--- src/source/cache_ram.sv ---
`timescale 1ns/100ps
`default_nettype none

// Single-port RAM with registered read
module cache_ram
#(
    parameter type entry_t = logic [31:0],
    parameter int  depth   = 128
)
(
    input  wire logic                     clk,
    input  wire logic [$clog2(depth)-1:0] addr,
    input  wire logic                     we,
    input  wire entry_t                   wdata,
    output entry_t                        rdata
);

    entry_t mem [depth];

    // Read only when not writing, output holds during a write
    always_ff @(posedge clk)
    begin
        if (we)
        begin
            mem[addr] <= wdata;
        end
        else
        begin
            rdata <= mem[addr];
        end
    end

endmodule

`default_nettype wire

--- config.mk ---
export PLATFORM = sky130hd
export DESIGN_NAME = cache_ram
export DESIGN_NICKNAME = d
export VERILOG_FILES = /design/src/source/cache_ram.sv
export SDC_FILE = /design/constraint.sdc
export NUM_CORES = 2
export LEC_CHECK = 0
export BUFFER_PORTS_ARGS = -buffer_cell sky130_fd_sc_hd__buf_2
export CORE_ASPECT_RATIO = 0.75
export CORE_MARGIN = 2
export CORE_UTILIZATION = 35
export DETAILED_ROUTE_END_ITERATION = 16
export PLACE_DENSITY = 0.46
export SETUP_SLACK_MARGIN = 0.2
export SYNTH_ARGS = -nofsm -noshare
export SYNTH_HDL_FRONTEND = slang
export SYNTH_SLANG_ARGS = --single-unit
--- constraint.sdc ---
create_clock -name clk -period 5.95 [get_ports clk]
set_input_delay 0.595 -clock clk [delete_from_list [all_inputs] [get_ports clk]]
set_output_delay 0.595 -clock clk [all_outputs]
set_load 0.02 [all_outputs]
==> reports/metrics.csv <==
metric,value,unit
final max-slew violation count,7,
"Hold Vio Cnt, Final",0,
"Avg Cell Area, Syn",17.50,µm²
violated checks,"max-capacitance violations, max-slew violations",
Synth area leader,edfxtp_1,
routed len/inst,38.90,µm
worst hold path type,in2reg,
Core Area,449900,µm²
Crit Path Max Fanout,42,
Cells after Synth,9054,
commonest cells in the netlist,"4128 x edfxtp_1, 758 x a221oi_1, 449 x a22oi_1",
Rows,213,
Die W,780.8,µm
kind of critical path,in2reg,
YS warnings,0,
most area-consuming cells after synthesis,"edfxtp_1 78%, a221oi_1 4.2%, a22oi_1 2.1%, mux2_2 2.1%, mux2i_1 1.5%",
"Seq/Total Area, Yosys",0.7825,
cell area after synthesis,158400,µm²
DRT antenna net count,0,
Final Skew,0.05533,ns
Power Density,340.2,nW/µm²
post-synthesis register bit count,4128,
Yosys cell types,74,
cell repeated most along the worst path,buf_12,
Slew headroom,-0.04626,
worst-case clock buffer depth,4,
All-Layer GR Usage,0.2584,
DP Worst Slack,0.6846,ns
Slowest Stage Delay on Critical Path,1.11,ns
Clock Sinks,4128,
"Setup violations, final",0,
CP arrival,5.15,ns
largest net degree at the start of global routing,109,
HPWL Detailed,368.6,mm
peak supply drop,0.0002333,V
Area Overhead vs Synth,15.17,%
post-route clock period utilization,0.7469,
drt drc,0,
die area,458100,µm²
status,finished with violations,
Avg Vias per Cell,6.179,
Highest Clock Rate,225.0,MHz
min Tclk post-route,4.444,ns
Die H,586.6,µm
total leakage power,56.08,nW
Critical Path Source Type,primary input,
ys async rst share,0,
CTS resizes,0,
Mapped Nets,9095,
"Reg clk slew, reported paths",0.06,ns
vias in the first global route,91180,
# H-tree levels,5,
Critical Path End Type,flip-flop,
maxcap violations,4,
root buffer cell,clkbuf_16,
RSZ-0062 raised after global routing,false,
"EDFF count, synth",4128,
required time worst endpoint,6.66,ns
Finished Layout Cells,15740,
PortBufs,72,
Yosys top cell area share,0.7825,
final instance area,182400,µm²
"Largest delay share family, worst path",compound AO/OA/AOI/OAI gates,
"count leader, synth",edfxtp_1,
initial antenna violation count,77,
placed cell area,169400,µm²
WP buf/inv,4,
Crit-path slowest cell,o211ai_1,
Final Wtd Congestion,0.8630,
FILL cells,40590,
Synth Flop Type,edfxtp_1,
CTS tree,built,
drt total wl,612.2,mm
DR iter-0 viols,14650,
share of layout cells above drive strength 1,0.1778,
Initial Util,0.3521,
worst slew pin tran,1.555,ns
num ports,73,
CP cell instances,buf_8 -> nor2b_4 -> buf_12 -> buf_12 -> buf_12 -> a221oi_1 -> o21ai_0 -> o211ai_1 -> o211ai_1 -> a211o_1,
final worst slack,1.506,ns
Vias,97260,
first-pass GRT wire length,820.4,mm
cell total after placement,14970,
DR pass1 iterations,6,
total CTS buffers,410,
"Net count, final",9410,
clock latency on the worst-skew pair,0.96,ns
global route total overflow,0,
setup_tns,0,ns
-- report_power, final --
part / switching, W / internal, W
Combinational: 0.00304 / 0.000965
Clock: 0.0113 / 0.0145
Sequential: 0.000106 / 0.0321
-- placed cells by master, fill, tap and decap left out, types with 73 or more instances in the layout --
cell type,netlist,layout
clkinv_1,1,91
nor2_4,0,125
buf_12,0,73
nor2_1,299,170
clkbuf_16,0,416
o211ai_1,79,79
clkbuf_1,275,76
a21oi_1,422,422
a221o_1,75,75
o22ai_1,133,133
clkinv_2,0,79
nor2b_1,108,100
edfxtp_1,4128,4128
a221oi_1,758,758
mux2i_1,239,239
nand2_1,223,211
o21ai_0,390,384
mux2_2,293,293
a22oi_1,449,449
buf_4,33,477
-- cells by family (layout without fill, tap and decap cells) --
group,Yosys count,in the layout,synth area share
flip-flops,4128,4128,0.7825
AO/OA/AOI/OAI,2778,2778,0.1278
AND/OR/NAND/NOR,845,845,0.02548
buffers and inverters,723,1356,0.02190
multiplexers,580,580,0.04235
other,0,32,0
-- metal layers --
layer	routed length, µm	part of all wire	up-vias	GRT usage
li1	-	-	38530	-
met1	264500	0.43	51940	0.3895
met2	259300	0.42	5919	0.3688
met3	68030	0.11	847	0.06042
met4	20210	0.033	24	0.07973
met5	156	0.00025	-	0
-- area by class of cell --
type	instances	area, µm²	area share
Clock buffer	492	10700	0.05862
Timing Repair Buffer	619	5622	0.03081
Tap cell	6020	7532	0.04129
Multi-Input combinational cell	4203	32240	0.1767
Clock inverter	238	2263	0.01241
Inverter	7	48.80	0.0002675
Antenna cell	32	80.08	0.0004389
Sequential cell	4128	124000	0.6794
-- stage by stage --
stage / power (W) / hold WS [ns] / util
floorplan: 0.03444 / 0.6694 / -
global placement: 0.03677 / 0.7728 / 0.3761
detailed placement: 0.03681 / 0.7535 / 0.3765
CTS: 0.06231 / 0.02888 / 0.4053
global route: 0.06356 / 0.06378 / 0.4054
finish: 0.06206 / 0.09778 / 0.4056
-- state kept, by name (all words and copies together), names as in the netlist --
| signal | count |
|---|---|
| rdata | 32 |
| mem | 4096 |
-- repair_timing --
item,CTS,global route
hold buffers,1,0
setup buffers,0,0
endpoints found under the hold margin,8,0
-- worst paths after layout --
check	cells after the start	start	slack [ns]	end
max	10	addr[0]	1.51	rdata[11]$_DFFE_PN_
min	1	wdata[16]	0.1	mem[70][16]$_DFFE_PP_
max reg2reg	6	mem[94][27]$_DFFE_PP_	2.39	rdata[27]$_DFFE_PN_
min reg2reg	3	mem[37][8]$_DFFE_PP_	0.78	rdata[8]$_DFFE_PN_
Power figures use the tool's default switching activity.
