<file path="config.mk">
export PLATFORM = sky130hd
export DESIGN_NAME = cache_control
export DESIGN_NICKNAME = d
export VERILOG_FILES = /design/src/source/cache_pkg.sv /design/src/source/cache_control.sv
export VERILOG_INCLUDE_DIRS = /design/src /design/src/source
export SDC_FILE = /design/constraint.sdc
export NUM_CORES = 1
export LEC_CHECK = 0
export BUFFER_PORTS_ARGS = -buffer_cell sky130_fd_sc_hd__buf_2
export CAP_MARGIN = 10
export CORE_AREA = 2 2 152 154
export CTS_BUF_LIST = sky130_fd_sc_hd__clkbuf_16
export DETAILED_ROUTE_END_ITERATION = 10
export DIE_AREA = 0 0 154 156
export PLACE_DENSITY = 0.46
export SYNTH_ARGS = -nofsm -noshare
export SYNTH_HDL_FRONTEND = slang
export SYNTH_SLANG_ARGS = --single-unit
</file>
<file path="constraint.sdc">
create_clock -name clk -period 3.2 [get_ports clk]
set_input_delay 0.16 -clock clk [delete_from_list [all_inputs] [get_ports clk]]
set_output_delay 0.16 -clock clk [all_outputs]
set_load 0.05 [all_outputs]
</file>
<file path="src/source/cache_config.svh">
`ifndef CACHE_CONFIG_SVH
`define CACHE_CONFIG_SVH

// Address and data widths
`define CACHE_ADDR_W     32
`define CACHE_WORD_W     32

// Set geometry
`define CACHE_INDEX_W    7
`define CACHE_SETS       128
`define CACHE_WAYS       4

// Line layout, four words per line
`define CACHE_LINE_WORDS 4
`define CACHE_OFFSET_W   2

// Address tag above index, word offset and byte offset
`define CACHE_TAG_W      21

// Per-way replacement age
`define CACHE_AGE_W      2

`endif

</file>
<file path="src/source/cache_pkg.sv">
`default_nettype none

package cache_pkg;

`include "cache_config.svh"

    // Address parts
    typedef logic [`CACHE_TAG_W-1:0]    tag_t;
    typedef logic [`CACHE_INDEX_W-1:0]  index_t;
    typedef logic [`CACHE_OFFSET_W-1:0] offset_t;

    typedef logic [$clog2(`CACHE_WAYS)-1:0] way_t;
    typedef logic [`CACHE_AGE_W-1:0]        age_t;
    typedef logic [`CACHE_WORD_W-1:0]       word_t;

    // One way of a tag RAM entry
    typedef struct packed {
        logic valid;
        tag_t tag;
        age_t age;
    } way_entry_t;

    // Whole set, way 0 in the low bits
    typedef struct packed {
        way_entry_t [`CACHE_WAYS-1:0] way;
    } set_entry_t;

    typedef enum logic [1:0] {
        LOAD_WORD,
        LOAD_BYTE,
        LOAD_BYTE_U
    } load_kind_t;

    typedef enum logic [2:0] {
        ST_SWEEP,
        ST_IDLE,
        ST_LOOKUP,
        ST_HIT,
        ST_FILL_FIRST,
        ST_FILL_REST
    } ctrl_state_t;

endpackage

`default_nettype wire

</file>
<file path="src/source/cache_control.sv">
`timescale 1ns/100ps
`default_nettype none

`include "cache_config.svh"

module cache_control
    import cache_pkg::*;
(
    input  wire logic                     clk,
    input  wire logic                     rst,

    input  wire logic                     cpu_req,
    input  wire logic                     cpu_write,
    input  wire logic [`CACHE_ADDR_W-1:0] cpu_addr,
    input  wire word_t                    cpu_wdata,

    input  wire logic                     mem_ack,
    input  wire word_t                    mem_rdata,

    input  wire logic                     hit,
    input  wire way_t                     hit_way,
    input  wire way_t                     victim_way,
    input  wire set_entry_t               updated_entry,

    output index_t                        tag_addr,
    output logic                          tag_we,
    output set_entry_t                    tag_wdata,

    output logic [`CACHE_INDEX_W+$clog2(`CACHE_WAYS)+`CACHE_OFFSET_W-1:0] data_addr,
    output logic                          data_we,
    output word_t                         data_wdata,

    output way_t                          fill_way,
    output logic                          use_fill_way,

    output logic                          cpu_ack,
    output logic                          fill_select,
    output logic                          mem_req,
    output logic [`CACHE_ADDR_W-1:0]      mem_addr
);

    localparam int OFFSET_LSB = 2;
    localparam int INDEX_LSB  = OFFSET_LSB + `CACHE_OFFSET_W;
    localparam int TAG_LSB    = INDEX_LSB + `CACHE_INDEX_W;

    ctrl_state_t              state;
    ctrl_state_t              state_next;
    index_t                   sweep_cnt;
    offset_t                  fill_cnt;
    logic [`CACHE_ADDR_W-1:0] req_addr;

    tag_t    req_tag;
    index_t  req_index;
    offset_t req_offset;
    logic    filling;

    assign req_tag    = req_addr[TAG_LSB +: `CACHE_TAG_W];
    assign req_index  = req_addr[INDEX_LSB +: `CACHE_INDEX_W];
    assign req_offset = req_addr[OFFSET_LSB +: `CACHE_OFFSET_W];
    assign filling    = (state == ST_FILL_FIRST) || (state == ST_FILL_REST);

    ////////////////////////////////
    // State and sweep counter
    ////////////////////////////////

    always_ff @(posedge clk)
    begin
        if (rst)
        begin
            state     <= ST_SWEEP;
            sweep_cnt <= '0;
        end
        else
        begin
            state <= state_next;
            if (state == ST_SWEEP)
            begin
                sweep_cnt <= sweep_cnt + index_t'(1);
            end
        end
    end

    always_comb
    begin
        state_next = state;
        case (state)
            ST_SWEEP:
                if (sweep_cnt == index_t'(`CACHE_SETS - 1))
                    state_next = ST_IDLE;
            ST_IDLE:
                if (cpu_req)
                    state_next = ST_LOOKUP;
            ST_LOOKUP:
                state_next = hit ? ST_HIT : ST_FILL_FIRST;
            ST_HIT:
                state_next = ST_IDLE;
            ST_FILL_FIRST:
                if (mem_ack)
                    state_next = ST_FILL_REST;
            ST_FILL_REST:
                // Line done once the counter wraps back to the critical word
                if (mem_ack && fill_cnt + offset_t'(1) == req_offset)
                    state_next = ST_IDLE;
            default:
                state_next = ST_SWEEP;
        endcase
    end

    // Request address, refill way and refill word counter
    always_ff @(posedge clk)
    begin
        if (state == ST_IDLE && cpu_req)
        begin
            req_addr <= cpu_addr;
        end
        if (state == ST_LOOKUP && !hit)
        begin
            fill_way <= victim_way;
            fill_cnt <= req_offset;
        end
        else if (filling && mem_ack)
        begin
            fill_cnt <= fill_cnt + offset_t'(1);
        end
    end

    ////////////////////////////////
    // RAM control
    ////////////////////////////////

    always_comb
    begin
        case (state)
            ST_SWEEP: tag_addr = sweep_cnt;
            ST_IDLE:  tag_addr = cpu_addr[INDEX_LSB +: `CACHE_INDEX_W];
            default:  tag_addr = req_index;
        endcase
    end

    assign tag_we    = (state == ST_SWEEP) || (state == ST_HIT)
                     || (state == ST_FILL_FIRST && mem_ack);
    assign tag_wdata = (state == ST_SWEEP) ? '0 : updated_entry;

    assign data_addr = filling ? {req_index, fill_way, fill_cnt}
                               : {req_index, hit_way, req_offset};
    assign data_we   = (state == ST_HIT && cpu_write) || (filling && mem_ack);

    // Store miss puts the store word in place of the critical word
    assign data_wdata = (state == ST_HIT || (state == ST_FILL_FIRST && cpu_write))
                      ? cpu_wdata : mem_rdata;

    ////////////////////////////////
    // CPU and memory handshake
    ////////////////////////////////

    assign use_fill_way = (state == ST_FILL_FIRST);
    assign fill_select  = (state == ST_FILL_FIRST);
    assign cpu_ack      = (state == ST_HIT) || (state == ST_FILL_FIRST && mem_ack);
    assign mem_req      = filling;
    assign mem_addr     = {req_tag, req_index, fill_cnt, 2'b00};

endmodule

`default_nettype wire

</file>
==> results by stage <==
Clocking:
- The count of hold buffers inserted by post-cts repair is 0.
- The CTS tree is yes.
- Clock tree synthesis found a total of 44 sinks.
- Post-CTS repair changed the size of 0 cells.
- The root buffer cell chosen for the clock tree is clkbuf_16.
- The longest clock path from root to sink contains 2 buffers.
- The clock reaches the later pin of the worst-skew pair after 280 ps.
- In this run, CTS created clock tree buffers numbering 5.
- The H-tree was split into 2 levels.
- The post-CTS setup buffer count is 0.
- Clock-pin slew was measured on the worst setup and hold paths at 60 ps.

Timing:
- Measured against its own limit, the worst slew margin works out to 0.298.
- The number of hold-slack violations in the final timing report is 0.
- The final cycle utilization of the critical path is 0.859.
- On the final layout, the worst clock skew is 8.54 ps.
- Setup violations remaining at the end of the flow were counted as 0.
- For this run, the top clock speed supported by timing is 364 MHz.
- Setup total negative slack on the finished layout was measured at 0 ps.
- The final max-slew violation count was 0.
- The shortest period the worst path allows is 2750 ps.
- Setup repair after global routing left no endpoint under its margin.
- For the pin with the worst max-slew slack, the measured transition is 1050 ps.

Logic synthesis:
- The number of enable-type register cells in the synthesized netlist is 34.
- The cell taking the most area after synthesis is edfxtp_1.
- The share of flip-flops with an asynchronous set or reset after synthesis is 0.
- During synthesis, Yosys emitted a total of 0 warnings.
- A synthesized cell averages 9.69 um2.
- In this run the cell area of the synthesized design comes to 3190 um2.
- After technology mapping, the gate count stands at 329.
- The flop and latch count out of synthesis is 44.
- Counting distinct cell types in the post-synthesis netlist gives 39.
- Yosys instantiated no cell more often than and2_1.
- The share of the synthesized area in the top cell type is 0.320.
- The part of the Yosys area used for sequential elements is 0.383.
- Counting instances in the post-synthesis netlist gives the leading cell types as 96 x and2_1, 41 x buf_4, 36 x mux2_2.
- By area the synthesized netlist is led by edfxtp_1 32%, and2_1 19%, mux2_2 13%, buf_4 9.7%, dfxtp_1 6.3%.
- The most used flip-flop cell after synthesis is edfxtp_1.

Placement:
- The count of buffers inserted at the top-level ports is 383.
- The final weighted congestion in routability-driven placement is 0.775.
- The half-perimeter wire length of the detailed placement result is 12.9 mm.

Worst setup path:
- The data required time at the worst endpoint is 3040 ps.
- The flop-to-flop setup slack is 1100 ps.
- By startpoint and endpoint, the worst setup path is classified as flip-flop to primary output.
- The largest fanout on the critical path is 32.
- The arrival time of the worst setup path is 2590 ps.
- The worst setup path is captured at a primary output.
- The launching element type of the critical path is a flip-flop.

Drt:
- The number of remaining DRC errors is 0.
- After detailed routing, the total wire length is 15.1 mm.
- The count of routing violations after the opening detailed-route iteration is 86.
- In the final routed layout, each cell accounts on average for 15.8 um.
- The total via count after detailed routing is 3466.
- The first TritonRoute pass finished after 4 iterations.
- The via-per-instance ratio is 3.64.
- The antenna violation net count after detailed routing is 0.

Hold path:
- The worst min-delay path category is input port to flip-flop.

GRT:
- Entering global routing, the biggest net connects 64 pins.
- The total overflow left after global routing is 0.
- The first-pass GRT wire length is 21.3 mm.
- The number of global-route vias before repair is 3491.
- For this run, the total global-route usage over all layers was measured as 0.117.
- The number of antenna violations at the first check in global routing is 4.

Layout:
- Compared with the post-synthesis result, the final layout area differs by 64.8%.
- The filler cells instantiated in the layout total 2472.
- Of the cells placed in the final design, the portion with a size suffix greater than 1 is 0.656.
- The number of nets in the finished design is 865.

Floorplanning:
- The number of standard-cell rows in the floorplan is 55.
- The area enclosed by the die boundary is 24000 um2.
- The vertical extent of the die is 156 um.
- The core region is 22400 um2.
- The floorplan step set the die width to 154 um.
- The top-level I/O count is 388.
- The effective utilization at floorplan is 0.143.

Power:
- Summing internal, switching and leakage power gives 1.60 mW.
- The leakage power is 2.77 nW.
- For this design the ratio of total power to cell area is 304 nW/um2.
- The peak supply drop is 0.140 mV.

Job:
- The tool flagged a number of max-cap violations equal to 0.

Run status:
- The run finished with clean final reports.
final timing paths:
check / from / to / cells past startpoint
max reg2reg: state[2] / req_addr[25] / 2
min: victim_way[0] / fill_way[0] / 1
max: state[2] / data_wdata[21] / 4
min reg2reg: sweep_cnt[1] / sweep_cnt[1] / 2
logic make-up after synthesis:
kind of cell / synth area share
muxes: 0.146
xor gates and xnor gates: 0.0220
buffers and inverters: 0.127
AOI/OAI and AO/OA: 0.0447
DFF: 0.383
adders and majority gates: 0.00392
and+or+nand+nor: 0.272
other: 0.00118
power by group:
part	internal [mW]	switching (mW)	leakage (nW)
clock network	0.284	0.204	0.0710
registers	0.624	0.0109	0.387
logic	0.163	0.312	2.32
area by class of cell:
cell class	instances	area [um2]	area share
Timing Repair Buffer	385	1930	0.368
Multi-Input combinational cell	224	1590	0.302
Sequential cell	44	1220	0.232
Tap cell	285	357	0.0679
Clock buffer	5	125	0.0238
Clock inverter	3	13.8	0.00262
Antenna cell	4	10.0	0.00190
Inverter	2	7.51	0.00143
worst max-delay path: stages, from the launching register on:
cell and delay (ps):
dfxtp_1 590, nor3b_1 180, a31oi_4 850, mux2_2 430
buf_2 210
sequential cells by signal, indices dropped and copies added (netlist names):
signal	flops
fill_cnt	2
fill_way	2
req_addr	30
state	3
sweep_cnt	7
layout by cell type, fill, tap and decap left out, types with 3 or more instances in the layout:
master	count
nand2_1	19
a21oi_1	3
o21ai_0	10
and2_1	96
mux2_2	36
edfxtp_1	34
dfxtp_1	10
xor2_1	6
diode_2	4
clkbuf_16	5
buf_2	383
mux2i_1	6
nand4_1	3
nor2_1	11
per-layer routing:
layer	GRT usage	vias to the layer above	routed length, um
met1	0.128	1539	5800
met2	0.209	189	7450
met3	0.0472	11	1580
li1	-	1727	-
met4	0.0303	0	212
met5	0	-	0
metrics by stage:
stage	setup WS [ps]	utilization	instance area [um2]	hold slack, ps	cells
floorplan	610	-	3190	259	330
global placement	758	0.228	5110	337	940
detailed placement	793	0.228	5110	338	940
CTS	466	0.235	5250	37.3	948
global route	323	0.235	5260	34.8	952
finish	453	0.235	5260	46.9	952
No activity file was read; power rests on OpenSTA's default activity.
