**config.mk**
```make
export PLATFORM = sky130hd
export DESIGN_NAME = load_format
export DESIGN_NICKNAME = d
export VERILOG_FILES = /design/src/source/cache_pkg.sv /design/src/source/load_format.sv
export VERILOG_INCLUDE_DIRS = /design/src /design/src/source
export SDC_FILE = /design/constraint.sdc
export NUM_CORES = 1
export LEC_CHECK = 0
export BUFFER_PORTS_ARGS = -buffer_cell sky130_fd_sc_hd__buf_4
export CAP_MARGIN = 10
export CORE_ASPECT_RATIO = 0.6
export CORE_MARGIN = 2
export CORE_UTILIZATION = 41
export DETAILED_ROUTE_END_ITERATION = 16
export PLACE_DENSITY = 0.95
export SETUP_SLACK_MARGIN = 0.15
export SYNTH_ARGS = -nofsm -noshare
export SYNTH_HDL_FRONTEND = slang
export SYNTH_SLANG_ARGS = --single-unit
export TNS_END_PERCENT = 1
```
**constraint.sdc**
```tcl
create_clock -name vclk -period 9.4
set_clock_uncertainty 0.2 [all_clocks]
set_input_delay 2.82 -clock vclk [all_inputs]
set_output_delay 2.82 -clock vclk [all_outputs]
set_load 0.03 [all_outputs]
```
**src/source/cache_config.svh**
```systemverilog
`ifndef CACHE_CONFIG_SVH
`define CACHE_CONFIG_SVH

// Address and data widths
`define CACHE_ADDR_W     32
`define CACHE_WORD_W     32

// Set geometry
`define CACHE_INDEX_W    7
`define CACHE_SETS       128
`define CACHE_WAYS       4

// Line layout, four words per line
`define CACHE_LINE_WORDS 4
`define CACHE_OFFSET_W   2

// Address tag above index, word offset and byte offset
`define CACHE_TAG_W      21

// Per-way replacement age
`define CACHE_AGE_W      2

`endif

```
**src/source/cache_pkg.sv**
```systemverilog
`default_nettype none

package cache_pkg;

`include "cache_config.svh"

    // Address parts
    typedef logic [`CACHE_TAG_W-1:0]    tag_t;
    typedef logic [`CACHE_INDEX_W-1:0]  index_t;
    typedef logic [`CACHE_OFFSET_W-1:0] offset_t;

    typedef logic [$clog2(`CACHE_WAYS)-1:0] way_t;
    typedef logic [`CACHE_AGE_W-1:0]        age_t;
    typedef logic [`CACHE_WORD_W-1:0]       word_t;

    // One way of a tag RAM entry
    typedef struct packed {
        logic valid;
        tag_t tag;
        age_t age;
    } way_entry_t;

    // Whole set, way 0 in the low bits
    typedef struct packed {
        way_entry_t [`CACHE_WAYS-1:0] way;
    } set_entry_t;

    typedef enum logic [1:0] {
        LOAD_WORD,
        LOAD_BYTE,
        LOAD_BYTE_U
    } load_kind_t;

    typedef enum logic [2:0] {
        ST_SWEEP,
        ST_IDLE,
        ST_LOOKUP,
        ST_HIT,
        ST_FILL_FIRST,
        ST_FILL_REST
    } ctrl_state_t;

endpackage

`default_nettype wire

```
**src/source/load_format.sv**
```systemverilog
`timescale 1ns/100ps
`default_nettype none

module load_format
    import cache_pkg::*;
(
    input  wire word_t      ram_word,
    input  wire word_t      mem_word,
    input  wire logic       fill_select,
    input  wire logic [1:0] byte_sel,
    input  wire logic       cpu_lb,
    input  wire logic       cpu_lbu,
    output word_t           rdata
);

    word_t      word;
    logic [7:0] sel_byte;
    load_kind_t kind;

    // Critical word comes straight from memory during a fill
    assign word = fill_select ? mem_word : ram_word;

    assign sel_byte = word[{byte_sel, 3'b000} +: 8];

    always_comb
    begin
        if (cpu_lb)
            kind = LOAD_BYTE;
        else if (cpu_lbu)
            kind = LOAD_BYTE_U;
        else
            kind = LOAD_WORD;
    end

    always_comb
    begin
        case (kind)
            LOAD_BYTE:   rdata = {{($bits(word_t) - 8){sel_byte[7]}}, sel_byte};
            LOAD_BYTE_U: rdata = {{($bits(word_t) - 8){1'b0}}, sel_byte};
            default:     rdata = word;
        endcase
    end

endmodule

`default_nettype wire

```
==> summary.md, run 1 <==
| Metric | Value |
|---|---|
| Core Box Area | `around 2300 um^2` |
| Post-Synthesis Mean Instance Area | `about 10 um^2` |
| GRT Total Usage | `0.243` |
| MaxCap Viol Count | `0` |
| Cell Pwr Density | `80.7 nW/um^2` |
| Status | `completed` |
| GP Congestion | `roughly 0.72` |
| Tcrit/Tclk final | `0.834` |
| Most frequent cells in the layout | `101 x buf_4, 33 x mux2i_1, 16 x o22ai_2, 8 x mux4_2, 8 x o22ai_1` |
| Worst Path Max Fanout | `39` |
| Compound-Gate Fraction of Synth Area | `0.411` |
| CP most frequent cell | `buf_4` |
| Residual DRC | `0` |
| Final nets | `about 260` |
| Layout area overhead | `69.7%` |
| Post CTS Setup Buffer Count | `0` |
| First-pass GRT wire length | `about 5700 um` |
| DP Worst Slack | `between 1500 and 2000 ps` |
| Kind of critical path | `in2out` |
| Post-route cell area | `approximately 1700 um^2` |
| CP endpoint kind | `output port` |
| Req. time, crit path | `between 6000 and 7000 ps` |
| Main combinational cell family by area after synthesis | `multiplexers` |
| CP arrival | `a little under 5000 ps` |
| Multi-input gate area | `roughly 940 um^2` |
| Cell Area, Synth | `~1000 um^2` |
| Simple logic cell fraction of the synthesized area | `0.00611` |
| Min Tclk post-route | `approximately 8000 ps` |
| # resized after CTS | `0` |
| Seq cells | `0` |
| DP Area | `roughly 1700 um^2` |
| Peak supply drop | `~0.052 mV` |
| Routed Antenna Nets | `0` |
| Placed cell count | `around 220` |
| HPWL Detailed | `between 2000 and 3000 um` |
| Drt total wl | `3750 um` |
| Worst Tran Pin Value | `between 1000 and 1500 ps` |
| Initial DRC count | `47` |
| Worst stage delay on the critical path | `between 800 and 900 ps` |
| Setup-failing EPs final | `0` |
| Commonest non-fill, non-tap cell in the layout | `buf_4` |
| Fill cells | `170` |
| DR pass1 iterations | `4` |
| Vias/cell | `5.88` |
| Pleak | `~0.86 nW` |
| Die Ht | `42.7 um` |
| XOR/XNOR share of the synthesized area | `0` |
| Synthesized-area fraction occupied by adder cells | `0` |
| Antenna diodes | `0` |
| Startpoint Class | `primary input` |
| Initial antenna violation count | `0` |
| IO buf count | `~100` |
| Congestion Overflow GR | `0` |
| Final Hold Fails | `0` |
| Final Non-Filler Cells | `approximately 220` |
| Mux cell area share after synthesis | `0.499` |
| Cell count after synthesis | `between 100 and 150` |
| Post-Route Setup TNS | `0 ps` |
| Fmax | `around 130 MHz` |
| Die Width | `just under 70 um` |
| Num rows | `13` |
| HP Class | `in2out` |
| Slowest CP cell | `mux4_2` |
| Fraction of layout cells with a size suffix above 1 | `0.660` |
| DR vias | `1300` |
| YS warnings | `0` |
| Total area of sequential cells | `0 um^2` |
| Unrepaired setup endpoints after global routing | `false` |
| Fin. max-slew vios | `0` |
| Post-synthesis cell type count | `15` |
| Pin count of the biggest net entering global routing | `40` |
| IO Pins | `101` |
| Die footprint | `about 2900 um^2` |
| Post-synthesis sequential area ratio | `0` |
| Wire per inst | `between 15 and 20 um` |
| Hold path cells | `3` |
| Hold_buf cts | `0` |
| Critical-path cell list | `buf_4 > mux2i_1 > mux4_2 > o22ai_1 > buf_4` |
| Vias in the first global route | `roughly 1300` |
| Initial Util | `0.453` |
| Final worst setup slack | `~1600 ps` |
| Clkbuf count | `0` |
| Worst rel slew slack | `0.322` |
| Syn Nets | `about 170` |
## synth_stat cells
cell / n / area (um^2)
o21a_1: 1 / 7.51
buf_2: 3 / 15.0
mux2i_1: 33 / 330
o22ai_1: 8 / 50.1
clkbuf_1: 7 / 26.3
o22a_1: 7 / 61.3
o21ai_1: 1 / 5.00
buf_6: 3 / 33.8
a2bb2oi_1: 7 / 61.3
or2_2: 1 / 6.26
mux4_2: 8 / 180
inv_1: 1 / 3.75
o22ai_2: 16 / 200
o21ai_0: 7 / 35.0
buf_1: 2 / 7.51
## power breakdown
part	switching (mW)	internal [mW]
Clock	0	0
Sequential	0	0
Combinational	0.0756	0.0645
Total	0.0756	0.0645
## metal layers
| metal | up-vias | track usage | wire length (um) |
|---|---|---|---|
| met1 | 612 | 0.288 | 1440 |
| li1 | 620 | - | - |
| met2 | 68 | 0.469 | 1870 |
| met3 | 0 | 0.0451 | 438 |
| met4 | 0 | 0.00400 | 0 |
| met5 | - | 0 | 0 |
## final cells by class
| class | count | area share |
|---|---|---|
| multi-input combinational | 89 | 0.540 |
| timing repair buffer | 101 | 0.437 |
| tap | 30 | 0.0216 |
| inverter | 1 | 0.00216 |
## path summary, 6_finish.rpt
path	start	endpoint	slack, ps
setup / recovery	fill_select	rdata[26]	1560
hold / removal	byte_sel[1]	rdata[1]	5850
## cell families (layout without fill, tap and decap cells)
family,after synthesis,after routing
compound gates,47,47
buf+inv,16,102
mux,41,41
simple gates,1,1
## stage by stage
stage	total power [mW]	util	hold slack, ps
5_1_grt	0.148	0.768	5870
3_3_place_gp	0.137	0.768	5850
3_5_place_dp	0.140	0.768	5840
4_1_cts	0.140	0.768	5840
2_1_floorplan	0.0874	-	5740
6_report	0.140	0.768	5850
## worst max-delay path: cells and delay by family
kind | cells | cell delay [ps]
AO/OA/AOI/OAI | 1 | 270
buffers and inverters | 2 | 690
multiplexers | 2 | 1010
Power figures use the tool's default switching activity.
==> run 2, diff against run 1 <==
- ABC_AREA: default -> 1
- CORE_UTILIZATION: 41 -> 34
- PLACE_DENSITY: 0.95 -> 0.86
- clock period: 9.4 -> 6.7 ns (I/O delays scaled with it)
==> summary.md, run 2 <==
| Metric | Value |
|---|---|
| Initial DRC count | `100` |
| Die Ht | `around 45 um` |
| Cell count after synthesis | `about 220` |
| Post-synth top area share | `0.602` |
| CP endpoint kind | `output port` |
| Post-synthesis cell type count | `18` |
| DR pass1 iterations | `4` |
| Peak supply drop | `~0.059 mV` |
| Startpoint Class | `primary input` |
| Compound-Gate Fraction of Synth Area | `0.0868` |
| Int Power | `between 70 and 80 uW` |
| Fmax | `approximately 170 MHz` |
| Simple logic cell fraction of the synthesized area | `0.795` |
| Synth area leaders | `nand2_1 60%, nand3_1 8.8%, buf_6 5.8%, o211ai_1 4.7%, or2_2 3.9%` |
| Total area of sequential cells | `0 um^2` |
| Vias in the first global route | `1371` |
| Net switching component of the power | `~100 uW` |
| Net Sw Frac | `0.584` |
| Cell Pwr Density | `slightly above 100 nW/um^2` |
| MaxCap Viol Count | `0` |
| Final Hold Fails | `0` |
| Post-route cell area | `around 1700 um^2` |
| DR vias | `1619` |
| Post CTS Setup Buffer Count | `0` |
| Post-synth top cells | `155 x nand2_1, 17 x nand3_1, 6 x nor2_1, 6 x o211ai_1, 6 x or2_2` |
| Hold_buf cts | `0` |
| Combinational power share | `1.000` |
| Congestion Overflow GR | `0` |
| Post-synthesis sequential area ratio | `0` |
| Main combinational cell family by area after synthesis | `simple AND/OR/NAND/NOR gates` |
| GR Util met1 | `0.278` |
| Top-count cell post-synth | `nand2_1` |
| Die Width | `72.8 um` |
| Residual DRC | `0` |
| Clock power share | `0` |
| Num rows | `14` |
| Seq cells | `0` |
| Fraction of layout cells with a size suffix above 1 | `0.375` |
| Status | `completed` |
| Drt total wl | `around 3700 um` |
| Layout area overhead | `74.0%` |
| Commonest non-fill, non-tap cell in the layout | `nand2_1` |
| Slowest CP cell | `inv_2` |
| # resized after CTS | `0` |
| HP Class | `in2out` |
| Final nets | `380` |
| Final core occ | `0.648` |
| GP Congestion | `between 0.8 and 0.9` |
| Most frequent cells in the layout | `155 x nand2_1, 102 x buf_4, 17 x nand3_1` |
| Worst Path Max Fanout | `33` |
| Cell Area, Synth | `966 um^2` |
| Pleak | `1.07 nW` |
| Die footprint | `~3300 um^2` |
| Syn Nets | `288` |
| Post-Route Setup TNS | `0 ps` |
| YS warnings | `0` |
| Antenna diodes | `0` |
| Initial antenna violation count | `0` |
| Fin. max-slew vios | `0` |
| Routed Antenna Nets | `0` |
| HPWL Detailed | `just under 3000 um` |
| GR Layer Usage met3 | `0.0179` |
| Critical-path cell list | `buf_4 > inv_2 > nand2_1 > nand2_1 > nand2_1 > nand3_1 > nand3_4 > nand2_1 > buf_4` |
| Tcrit/Tclk final | `0.870` |
| IO buf count | `about 100` |
| GRT Total Usage | `0.207` |
| Pin count of the biggest net entering global routing | `34` |
| Worst rel slew slack | `0.675` |
| Vias/cell | `around 4.7` |
| Worst Tran Pin Value | `487 ps` |
| Setup-failing EPs final | `0` |
| Kind of critical path | `in2out` |
| Req. time, crit path | `4490 ps` |
| Wire per inst | `~11 um` |
| Pwr Total | `between 150 and 200 uW` |
| DP Area | `1680 um^2` |
| Unrepaired setup endpoints after global routing | `false` |
| Post-Synthesis Mean Instance Area | `4.41 um^2` |
| Core Box Area | `between 2000 and 3000 um^2` |
| Mux cell area share after synthesis | `0` |
| Min Tclk post-route | `around 6000 ps` |
| CP most frequent cell | `nand2_1` |
| Clkbuf count | `0` |
| Worst stage delay on the critical path | `410 ps` |
| Grt met2 use | `0.387` |
| CP arrival | `3620 ps` |
| IO Pins | `101` |
| Grt peak-use layer | `met2` |
| First-pass GRT wire length | `approximately 5600 um` |
| Initial Util | `0.373` |
| XOR/XNOR share of the synthesized area | `0` |
| Seq pwr share | `0` |
| Synthesized-area fraction occupied by adder cells | `0` |
| Area leader, netlist | `nand2_1` |
-- run 2: layout make-up --
type	count	area, um^2
fillers	274	912
multi-input cells	201	852
well taps	32	40.0
repair buffers	102	766
inverters	6	22.5
-- run 2: kinds of logic after synthesis --
group / count (synthesis)
buffers and inverters: 18
AOI/OAI and AO/OA: 13
and+or+nand+nor: 188
-- run 2: layer usage --
layer	up-vias	routed length, um
met2	82	1690
met5	-	0
li1	861	-
met1	676	1620
met3	0	350
met4	0	0
-- run 2: power groups by stage --
stage | logic [mW] | clock network [mW] | registers (mW)
after floorplan | 0.102 | 0 | 0
after global placement | 0.171 | 0 | 0
after detailed placement | 0.173 | 0 | 0
after CTS | 0.173 | 0 | 0
after global routing | 0.186 | 0 | 0
final | 0.172 | 0 | 0
-- run 2: per-stage QoR --
stage	hold WS, ps	cells	setup WS [ps]
global placement	4180	341	900
finish	4180	341	874
global route	4200	341	672
CTS	4180	341	859
detailed placement	4180	341	861
floorplan	4100	219	1550
-- run 2: final timing paths --
kind               startpoint         to  depth (start not counted)  slack (ps)
hold / removal    ram_word[1]   rdata[1]                          4        4180
setup / recovery  fill_select  rdata[15]                          9         870
-- run 2: critical path: cells and delay by family --
kind                   cells  cell delay (ps)
AND/OR/NAND/NOR            6              790
buffers and inverters      3              800
