### src/source/cache_config.svh
`ifndef CACHE_CONFIG_SVH
`define CACHE_CONFIG_SVH

// Address and data widths
`define CACHE_ADDR_W     32
`define CACHE_WORD_W     32

// Set geometry
`define CACHE_INDEX_W    7
`define CACHE_SETS       128
`define CACHE_WAYS       4

// Line layout, four words per line
`define CACHE_LINE_WORDS 4
`define CACHE_OFFSET_W   2

// Address tag above index, word offset and byte offset
`define CACHE_TAG_W      21

// Per-way replacement age
`define CACHE_AGE_W      2

`endif

### src/source/cache_pkg.sv
`default_nettype none

package cache_pkg;

`include "cache_config.svh"

    // Address parts
    typedef logic [`CACHE_TAG_W-1:0]    tag_t;
    typedef logic [`CACHE_INDEX_W-1:0]  index_t;
    typedef logic [`CACHE_OFFSET_W-1:0] offset_t;

    typedef logic [$clog2(`CACHE_WAYS)-1:0] way_t;
    typedef logic [`CACHE_AGE_W-1:0]        age_t;
    typedef logic [`CACHE_WORD_W-1:0]       word_t;

    // One way of a tag RAM entry
    typedef struct packed {
        logic valid;
        tag_t tag;
        age_t age;
    } way_entry_t;

    // Whole set, way 0 in the low bits
    typedef struct packed {
        way_entry_t [`CACHE_WAYS-1:0] way;
    } set_entry_t;

    typedef enum logic [1:0] {
        LOAD_WORD,
        LOAD_BYTE,
        LOAD_BYTE_U
    } load_kind_t;

    typedef enum logic [2:0] {
        ST_SWEEP,
        ST_IDLE,
        ST_LOOKUP,
        ST_HIT,
        ST_FILL_FIRST,
        ST_FILL_REST
    } ctrl_state_t;

endpackage

`default_nettype wire

### src/source/set_lookup.sv
`timescale 1ns/100ps
`default_nettype none

`include "cache_config.svh"

module set_lookup
    import cache_pkg::*;
(
    input  wire set_entry_t entry,
    input  wire tag_t       tag,
    input  wire way_t       fill_way,
    input  wire logic       use_fill_way,
    output logic            hit,
    output way_t            hit_way,
    output way_t            victim_way,
    output set_entry_t      updated_entry
);

    way_t acc_way;

    // Tag compare, lowest matching way wins
    always_comb
    begin
        hit     = 1'b0;
        hit_way = '0;
        for (int w = 0; w < `CACHE_WAYS; w++)
        begin
            if (!hit && entry.way[w].valid && entry.way[w].tag == tag)
            begin
                hit     = 1'b1;
                hit_way = way_t'(w);
            end
        end
    end

    ////////////////////////////////
    // Victim choice
    ////////////////////////////////

    always_comb
    begin
        logic found_invalid;
        age_t max_age;

        found_invalid = 1'b0;
        max_age       = entry.way[0].age;
        victim_way    = '0;
        for (int w = 1; w < `CACHE_WAYS; w++)
        begin
            // Strictly greater keeps the lowest way on a tie
            if (entry.way[w].age > max_age)
            begin
                max_age    = entry.way[w].age;
                victim_way = way_t'(w);
            end
        end
        // First invalid way overrides the age pick
        for (int w = 0; w < `CACHE_WAYS; w++)
        begin
            if (!found_invalid && !entry.way[w].valid)
            begin
                found_invalid = 1'b1;
                victim_way    = way_t'(w);
            end
        end
    end

    ////////////////////////////////
    // Age update
    ////////////////////////////////

    assign acc_way = use_fill_way ? fill_way : hit_way;

    always_comb
    begin
        updated_entry = entry;
        for (int w = 0; w < `CACHE_WAYS; w++)
        begin
            if (way_t'(w) == acc_way)
            begin
                updated_entry.way[w].valid = 1'b1;
                updated_entry.way[w].tag   = tag;
                updated_entry.way[w].age   = '0;
            end
            else if (entry.way[w].age != '1)
            begin
                updated_entry.way[w].age = entry.way[w].age + age_t'(1);
            end
        end
    end

endmodule

`default_nettype wire

### config.mk
export PLATFORM = sky130hd
export DESIGN_NAME = set_lookup
export DESIGN_NICKNAME = d
export VERILOG_FILES = /design/src/source/cache_pkg.sv /design/src/source/set_lookup.sv
export VERILOG_INCLUDE_DIRS = /design/src /design/src/source
export SDC_FILE = /design/constraint.sdc
export NUM_CORES = 1
export LEC_CHECK = 0
export ABC_CLOCK_PERIOD_IN_PS = 10250
export BUFFER_PORTS_ARGS = -buffer_cell sky130_fd_sc_hd__buf_2
export CAP_MARGIN = 15
export CORE_AREA = 2 2 86 88
export DETAILED_ROUTE_END_ITERATION = 8
export DIE_AREA = 0 0 88 90
export PLACE_DENSITY_LB_ADDON = 0.05
export SLEW_MARGIN = 10
export SYNTH_ARGS = -nofsm -noshare
export SYNTH_HDL_FRONTEND = slang
export SYNTH_SLANG_ARGS = --single-unit
### constraint.sdc
create_clock -name vclk -period 10.25
set_clock_uncertainty 0.15 [all_clocks]
set_input_delay 1.5375 -clock vclk [all_inputs]
set_output_delay 1.5375 -clock vclk [all_outputs]
set_load 0.03 [all_outputs]
==> metrics.yaml, run 1 <==
cts:
  cts_hold_buf: 0
  cts.repair.resized: 0
  cts_setup_buffers: 0
layout:
  syn_to_final_growth_pct: 41.06
  seq_cells: 0
  multiInputGateArea_sq_um: 2516
  fin_util_pct: 54.43
  nets: 653
  area.sequential_sq_um: 0
  drive_gt1_share_pct: 58.89
  diodes: 0
  clockBufferCount: 0
  nFillCells: 712
  layout.cells.non_filler: 622
timing:
  setup_violations: 0
  period_share_pct: 60.04
  drv_slew: 0
  fmax_ghz: 0.1625
  rsz0062_at_grt: "no"
  min_period_ps: 6154
  setup_tns_ps: 0
  hold_viol: 0
  layout_setup_ws_ps: 4096
  slew_headroom_pct: 26.55
  worst-slew-pin-transition_ps: 1098
floorplan:
  start_util_pct: 38.58
  die_h_um: 90
  chipWidth_um: 88
  ioPinCount: 221
  core_sq_um: 7020
  core.rowCount: 31
  die-area_sq_um: 7920
global_routing:
  grt_overflow: 0
  grt_pass1_vias: 3214
  antenna_found_initial: 0
  grt_util_met3_pct: 2.388
  grt_util_met2_pct: 45.14
  grtUsageMet1_pct: 33.70
  grt_util_all_layers_pct: 25.53
  grt_start_max_net_pins: 25
  busiest_layer: "met2"
  grt_pass1_wl_um: 16090
placed_design:
  dp_hpwl_um: 9333
  placed_cells: 621
  place.gp.congestion: 0.8894
  dpl_worst_slack_ps: 4096
  port_buffers: 221
logic_synthesis:
  postSynthAreaPerCell_sq_um: 8.234
  syn_area_sq_um: 2709
  netlist_instances: 329
  yosysWarnings: 0
  synth_cell_types: 40
  synthTopCellsByCount: "xnor2_1, mux2_2, nand4_1"
  synth_most_common_cell: "xnor2_1"
  ys_top_cells_by_area: "mux2_2, xnor2_1, nand4_1, mux2_4, ha_1"
  synth_nets: 457
  synth-seq-area-share_pct: 0
  yosysTopAreaCellShare_pct: 27.85
  yosys.area.top_type: "mux2_2"
routing:
  final_antenna_net_count: 0
  dr_total_vias: 3231
  wl_per_cell_um: 17.52
  drt-initial-drc-count: 118
  drc: 0
  wl_um: 10900
  first_pass_iters: 4
  via_per_inst: 5.195
worst_hold_path:
  min-delay-start: "entry[24]"
  hold_end: "updated_entry[24]"
  hold_depth: 3
  hp-class: "in2out"
setup_path:
  crit_fanout: 24
  arrival_ps: 4470
  cp-start-kind: "input pin"
  end_kind: "output port"
  crit_required_ps: 8560
  path_class: "in2out"
run_status:
  status: "finished clean"
power:
  powerDensity_nw_per_um2: 65.57
  power_uw: 250.6
  ir_drop_mv: 0.04937
  p_leak_uw: 0.001770
run:
  cap_violations: 0
## routing by layer
| layer | share of wire, % | vias up |
|---|---|---|
| li1 | - | 1578 |
| met1 | 43 | 1475 |
| met2 | 49 | 164 |
| met3 | 7.3 | 14 |
| met4 | 1.2 | 0 |
| met5 | 0 | - |
## logic make-up (layout without fill, tap and decap cells)
family                     Yosys count  count (layout)  share of synthesized area, %
adders and majority gates            8               8                         3.695
muxes                               84              84                         36.30
buffers and inverters               42             236                         7.483
AOI/OAI and AO/OA                   25              25                         6.282
and+or+nand+nor                     86              86                         19.08
xor gates and xnor gates            84              84                         27.16
## where the power goes
| part | switching, uW | internal (uW) | leakage, uW |
|---|---|---|---|
| registers | 0 | 0 | 0 |
| clock network | 0 | 0 | 0 |
| logic | 154 | 96.7 | 0.00177 |
| total | 154 | 96.7 | 0.00177 |
## area by class of cell
| type | count | area share [%] |
|---|---|---|
| tap | 99 | 3.242 |
| multi-input combinational | 287 | 65.85 |
| inverter | 12 | 1.179 |
| timing repair buffer | 224 | 29.73 |
## how the worst max path moves through the flow
| stage | from | depth (start not counted) | slack, ps | to |
|---|---|---|---|---|
| 2_1_floorplan | entry[1] | 15 | 4400 | victim_way[0] |
| 3_3_place_gp | tag[2] | 9 | 4110 | updated_entry[16] |
| 3_5_place_dp | tag[2] | 9 | 4100 | updated_entry[16] |
| 4_1_cts | tag[19] | 9 | 4060 | updated_entry[16] |
| 5_1_grt | tag[19] | 9 | 3930 | updated_entry[16] |
| 6_report | tag[19] | 9 | 4100 | updated_entry[16] |
## placed cells by master (no fill, tap or decap), types with 2 or more instances in the layout
cell	count
buf_2	221
nand2_1	11
mux2_1	7
nor4b_1	2
nor2_1	12
mux2_2	67
a21oi_1	7
nand4_1	37
o21ai_0	3
o21ai_2	2
mux2_4	10
ha_1	8
or2_2	3
nand2b_1	2
inv_1	12
nor4bb_1	2
buf_4	2
nor3_4	2
a21boi_0	6
nor4_1	8
xor2_1	10
xnor2_1	74
## critical path, stage by stage
cell and delay (ps):
buf_2 170, xnor2_1 350, nand4_1 140, nor4_1 360, a31oi_1 160, a21boi_1 200, nor3_4 910, mux2_2 430
buf_2 180
## metrics by stage
step                      hold WS, ps  area, sq um
after floorplan                  3102         2709
after global placement           3232         3806
after detailed placement         3238         3806
after CTS                        3240         3806
after global routing             3259         3821
final                            3238         3821
(Power assumes the default switching activity.)
==> inputs of run 2 (changes only) <==
--- a/config.mk
+++ b/config.mk
@@ -6,7 +6,7 @@
 export SDC_FILE = /design/constraint.sdc
 export NUM_CORES = 1
 export LEC_CHECK = 0
-export ABC_CLOCK_PERIOD_IN_PS = 10250
+export ABC_CLOCK_PERIOD_IN_PS = 6000
 export BUFFER_PORTS_ARGS = -buffer_cell sky130_fd_sc_hd__buf_2
 export CAP_MARGIN = 15
 export CORE_AREA = 2 2 86 88
==> constraint.sdc (replaced) <==
create_clock -name vclk -period 6
set_clock_uncertainty 0.15 [all_clocks]
set_input_delay 0.9 -clock vclk [all_inputs]
set_output_delay 0.9 -clock vclk [all_outputs]
set_load 0.03 [all_outputs]
==> run 2 against run 1 <==
Compared with the run above: via count shrank 0.12%; highest routed layer unchanged; final cell count grew 0.16%; global-route usage grew 0.17 points.
==> metrics.yaml, run 2 (synthesis results as in run 1) <==
run_status:
  status: "finished clean"  # unchanged
timing:
  drv_slew: 0  # unchanged
  period_share_pct: 80.82
  slew_headroom_pct: 59.59  # was 26.55%
  rsz0062_at_grt: "no"  # unchanged
  layout_setup_ws_ps: 1151  # was 4096 ps
  worst-slew-pin-transition_ps: 606.1  # was 1098 ps
  setup_violations: 0  # unchanged
  min_period_ps: 4849
  fmax_ghz: 0.2062
  setup_tns_ps: 0  # unchanged
  hold_viol: 0  # unchanged
setup_path:
  crit_family: "simple AND/OR/NAND/NOR gates"  # unchanged
  path_class: "in2out"  # unchanged
  arrival_ps: 3800  # was 4470 ps
  cpPeakStageDelay_ps: 570  # was 910 ps
  crit_fanout: 24  # unchanged
  cp_num_buf_inv: 3  # was 2
  crit_required_ps: 4950  # was 8560 ps
  cp-start-kind: "input pin"  # unchanged
  critPathSlowestCell: "or4_1"  # was nor3_4
  path_cells: "buf_2 > xnor2_1 > nand4_1 > or4_1 > a311o_1 > a21bo_1 > nor3_4 > buf_4 > mux2_2 > buf_2"  # was buf_2 > xnor2_1 > nand4_1 > nor4_1 > a31oi_1 > a21boi_1 > nor3_4 > mux2_2 > buf_2
  crit_path_frequent_cell: "buf_2"  # unchanged
  end_kind: "output port"  # unchanged
global_routing:
  grt_start_max_net_pins: 25  # unchanged
  antenna_found_initial: 0  # unchanged
  grt_util_all_layers_pct: 25.70  # was 25.53%
  grt_pass1_vias: 3187  # was 3214
  grt_overflow: 0  # unchanged
  grt_pass1_wl_um: 16310  # was 16090 um
cts:
  cts_setup_buffers: 0  # unchanged
  cts.repair.resized: 0  # unchanged
  cts_hold_buf: 0  # unchanged
layout:
  syn_to_final_growth_pct: 41.34  # was 41.06%
  clockBufferCount: 0  # unchanged
  final_common_cell: "buf_2"  # unchanged
  fin_area_sq_um: 3829  # was 3821 sq um
  seq_cells: 0  # unchanged
  layout.cells.non_filler: 623  # was 622
  diodes: 0  # unchanged
  final_cell_mix: "buf_2, xnor2_1, mux2_2"  # unchanged
  nets: 654  # was 653
  area.sequential_sq_um: 0  # unchanged
  drive_gt1_share_pct: 58.97  # was 58.89%
placed_design:
  post_dp_cell_area_sq_um: 3814  # was 3806 sq um
  place.gp.congestion: 0.8674  # was 0.8894
  dpl_worst_slack_ps: 1139  # was 4096 ps
  port_buffers: 221  # unchanged
  dp_hpwl_um: 9246  # was 9333 um
  placed_cells: 622  # was 621
floorplan:
  chipWidth_um: 88  # unchanged
  core.rowCount: 31  # unchanged
  die_h_um: 90  # unchanged
  core_sq_um: 7020  # unchanged
  start_util_pct: 38.58  # unchanged
  ioPinCount: 221  # unchanged
  die-area_sq_um: 7920  # unchanged
worst_hold_path:
  hold_depth: 3  # unchanged
  hold_end: "updated_entry[24]"  # unchanged
  min-delay-start: "entry[24]"  # unchanged
  hp-class: "in2out"  # unchanged
routing:
  drc: 0  # unchanged
  wl_per_cell_um: 17.35  # was 17.52 um
  via_per_inst: 5.180  # was 5.195
  drt-initial-drc-count: 62  # was 118
  wl_um: 10810  # was 10900 um
  dr_total_vias: 3227  # was 3231
  first_pass_iters: 4  # unchanged
  final_antenna_net_count: 0  # unchanged
power:
  ir_drop_mv: 0.07663  # was 0.04937 mV
  p_comb_share_pct: 100.0  # about the same
  p_clk_share_pct: 0  # about the same
  p_sw_uw: 262.2  # was 153.9 uW
  internal-power_uw: 165.4  # was 96.68 uW
  pwr-share-seq_pct: 0  # about the same
  power_uw: 427.6  # was 250.6 uW
  p_leak_uw: 0.001775  # was 0.001770 uW
  powerDensity_nw_per_um2: 111.7  # was 65.57 nW/um^2
  p_sw_share_pct: 61.32  # was 61.41%
run:
  cap_violations: 0  # unchanged
-- run 2: worst min-delay path, stage by stage --
cell and delay (ps):
buf_2 90, a21oi_1 50, buf_2 170
-- run 2: how the worst max path moves through the flow --
stage	cells after the start	startpoint	slack, ps	endpoint
floorplan	15	entry[1]	1420	victim_way[0]
finish	10	tag[7]	1150	updated_entry[29]
global route	17	entry[1]	1030	victim_way[0]
CTS	9	tag[6]	1150	updated_entry[58]
global placement	10	tag[7]	1150	updated_entry[29]
detailed placement	9	tag[6]	1140	updated_entry[58]
-- run 2: through the flow --
stage | utilization (%) | hold WS [ps]
after global placement | 54.32 | 1958
after detailed placement | 54.32 | 1958
after floorplan | - | 1827
final | 54.54 | 1958
after global routing | 54.54 | 1987
after CTS | 54.32 | 1960
-- run 2: cell type report --
type                            instances  area [sq um]
Multi-Input combinational cell        287          2516
Inverter                               12         45.04
Tap cell                               99         123.9
Timing Repair Buffer                  225          1144
Fill cell                             715          3192
-- run 2: layer usage --
| layer | share of wire, % | wire, um | up-vias | global-route usage [%] |
|---|---|---|---|---|
| met5 | 0 | 0 | - | 0 |
| met4 | 1.2 | 127 | 0 | 2.949 |
| met3 | 5.7 | 614 | 10 | 1.837 |
| met2 | 50 | 5363 | 152 | 45.77 |
| met1 | 44 | 4706 | 1489 | 34.33 |
| li1 | - | - | 1576 | - |
-- run 2: power groups by stage --
stage / sequential, uW / clock [uW] / combinational (uW)
2_1_floorplan: 0 / 0 / 296
3_3_place_gp: 0 / 0 / 425
3_5_place_dp: 0 / 0 / 426
4_1_cts: 0 / 0 / 428
5_1_grt: 0 / 0 / 456
6_report: 0 / 0 / 428
==> inputs of run 3 (changes only) <==
--- a/config.mk
+++ b/config.mk
@@ -6,12 +6,11 @@
 export SDC_FILE = /design/constraint.sdc
 export NUM_CORES = 1
 export LEC_CHECK = 0
-export ABC_CLOCK_PERIOD_IN_PS = 6000
+export ABC_CLOCK_PERIOD_IN_PS = 4200
 export BUFFER_PORTS_ARGS = -buffer_cell sky130_fd_sc_hd__buf_2
 export CAP_MARGIN = 15
-export CORE_AREA = 2 2 86 88
+export CORE_UTILIZATION = 37
 export DETAILED_ROUTE_END_ITERATION = 8
-export DIE_AREA = 0 0 88 90
 export PLACE_DENSITY_LB_ADDON = 0.05
 export SLEW_MARGIN = 10
 export SYNTH_ARGS = -nofsm -noshare
==> constraint.sdc (replaced) <==
create_clock -name vclk -period 4.2
set_clock_uncertainty 0.15 [all_clocks]
set_input_delay 0.63 -clock vclk [all_inputs]
set_output_delay 0.63 -clock vclk [all_outputs]
set_load 0.03 [all_outputs]
==> run 3 against run 2 <==
Compared with the run above: worst hold slack got worse by 540 ps; flip-flop and latch count did not move; die area fell by 3.2%; design area rose by 4.0%; first-iteration DRC count rose by 21%; setup slack got worse by 1000 ps; critical path type unchanged.
==> metrics.yaml, run 3 (synthesis results as in run 1) <==
layout:
  fin_util_pct: 57.35  # was 54.54%
  final_common_cell: "buf_2"  # unchanged
  drive_gt1_share_pct: 60.34  # was 58.97%
  diodes: 0  # unchanged
  nets: 667  # was 654
  clockBufferCount: 0  # unchanged
  syn_to_final_growth_pct: 47.02  # was 41.34%
  seq_cells: 0  # unchanged
  area.sequential_sq_um: 0  # unchanged
  final_cell_mix: "buf_2, xnor2_1, mux2_2"  # unchanged
routing:
  first_pass_iters: 4  # unchanged
  wl_per_cell_um: 16.64  # was 17.35 um
  dr_total_vias: 3245  # was 3227
  via_per_inst: 5.126  # was 5.180
  drc: 0  # unchanged
  wl_um: 10540  # was 10810 um
  drt-initial-drc-count: 75  # was 62
  final_antenna_net_count: 0  # unchanged
power:
  p_comb_share_pct: 100.0  # about the same
  ir_drop_mv: 0.07218  # was 0.07663 mV
  power_uw: 631.1  # was 427.6 uW
  p_leak_uw: 0.001859  # was 0.001775 uW
  p_sw_uw: 378.9  # was 262.2 uW
  p_sw_share_pct: 60.03  # was 61.32%
  p_clk_share_pct: 0  # about the same
  internal-power_uw: 252.3  # was 165.4 uW
  powerDensity_nw_per_um2: 158.5  # was 111.7 nW/um^2
  pwr-share-seq_pct: 0  # about the same
timing:
  setup_tns_ps: 0  # unchanged
  setup_violations: 0  # unchanged
  drv_slew: 0  # unchanged
  hold_viol: 0  # unchanged
  min_period_ps: 4089
  worst-slew-pin-transition_ps: 428.8  # was 606.1 ps
  fmax_ghz: 0.2445
  slew_headroom_pct: 71.15  # was 59.59%
  rsz0062_at_grt: "no"  # unchanged
  period_share_pct: 97.37
setup_path:
  crit_fanout: 24  # unchanged
  arrival_ps: 3310  # was 3800 ps
  cp-start-kind: "input pin"  # unchanged
  path_cells: "buf_2 > xnor2_1 > nand4_1 > or4_1 > a311o_1 > a21bo_1 > nor3_4 > buf_12 > mux2_2 > buf_2"  # was buf_2 > xnor2_1 > nand4_1 > or4_1 > a311o_1 > a21bo_1 > nor3_4 > buf_4 > mux2_2 > buf_2
  end_kind: "output port"  # unchanged
  critPathSlowestCell: "or4_1"  # unchanged
  path_class: "in2out"  # unchanged
  crit_required_ps: 3420  # was 4950 ps
  cpPeakStageDelay_ps: 520  # was 570 ps
  crit_path_frequent_cell: "buf_2"  # unchanged
floorplan:
  core.rowCount: 30  # was 31
  die-area_sq_um: 7668  # was 7920 sq um
  chipWidth_um: 87.57  # was 88 um
  start_util_pct: 39.01  # was 38.58%
  core_sq_um: 6944  # was 7020 sq um
  ioPinCount: 221  # unchanged
  die_h_um: 87.57  # was 90 um
global_routing:
  grt_pass1_wl_um: 14560  # was 16310 um
  grt_pass1_vias: 2926  # was 3187
  antenna_found_initial: 0  # unchanged
  grt_overflow: 0  # unchanged
  grt_util_all_layers_pct: 24.85  # was 25.70%
  grt_start_max_net_pins: 25  # unchanged
run:
  cap_violations: 0  # unchanged
placed_design:
  port_buffers: 221  # unchanged
  dp_hpwl_um: 9282  # was 9246 um
  place.gp.congestion: 0.9259  # was 0.8674
cts:
  cts_setup_buffers: 0  # unchanged
worst_hold_path:
  hp-class: "in2out"  # unchanged
run_status:
  status: "finished clean"  # unchanged
==> run 3: final timing paths <==
kind	start	to	slack, ps	cells after the start
worst max-delay path	tag[10]	updated_entry[27]	110	10
worst min-delay path	entry[24]	updated_entry[24]	1420	3
==> run 3: repair_timing <==
action                     4_1_cts  5_1_grt
gates resized for setup          0        4
setup endpoints to repair        0        2
hold buffers                     0        0
==> run 3: power groups by stage <==
stage / logic, uW / clock network [uW] / registers, uW
6_report: 631 / 0 / 0
5_1_grt: 671 / 0 / 0
4_1_cts: 629 / 0 / 0
3_5_place_dp: 626 / 0 / 0
3_3_place_gp: 621 / 0 / 0
2_1_floorplan: 422 / 0 / 0
==> run 3: critical path, delay by kind of cell <==
kind / cells / cell delay [ps]
xor gates and xnor gates: 1 / 280
buffers and inverters: 3 / 550
AOI/OAI and AO/OA: 2 / 600
and+or+nand+nor: 3 / 880
muxes: 1 / 350
==> run 3: area by class of cell <==
cell class / instances / area, sq um
fill: 651 / 2962
inverter: 12 / 45.04
multi-input combinational: 287 / 2534
tap: 96 / 120.1
timing repair buffer: 238 / 1284
==> run 3: per-layer routing <==
| layer | routed length [um] | global-route usage [%] |
|---|---|---|
| met1 | 4309 | 30.04 |
| met2 | 5245 | 47.73 |
| met3 | 764 | 1.697 |
| met4 | 216 | 5.365 |
| met5 | 0 | 0 |
==> run 3: through the flow <==
| stage | area (sq um) | hold slack (ps) | std cells | setup slack (ps) |
|---|---|---|---|---|
| detailed placement | 3965 | 1416 | 633 | 115.4 |
| finish | 3983 | 1417 | 633 | 110.6 |
| floorplan | 2709 | 1287 | 329 | 162.6 |
| CTS | 3965 | 1416 | 633 | 97.34 |
| global placement | 3965 | 1414 | 633 | 167.9 |
| global route | 3983 | 1435 | 633 | 6.258 |
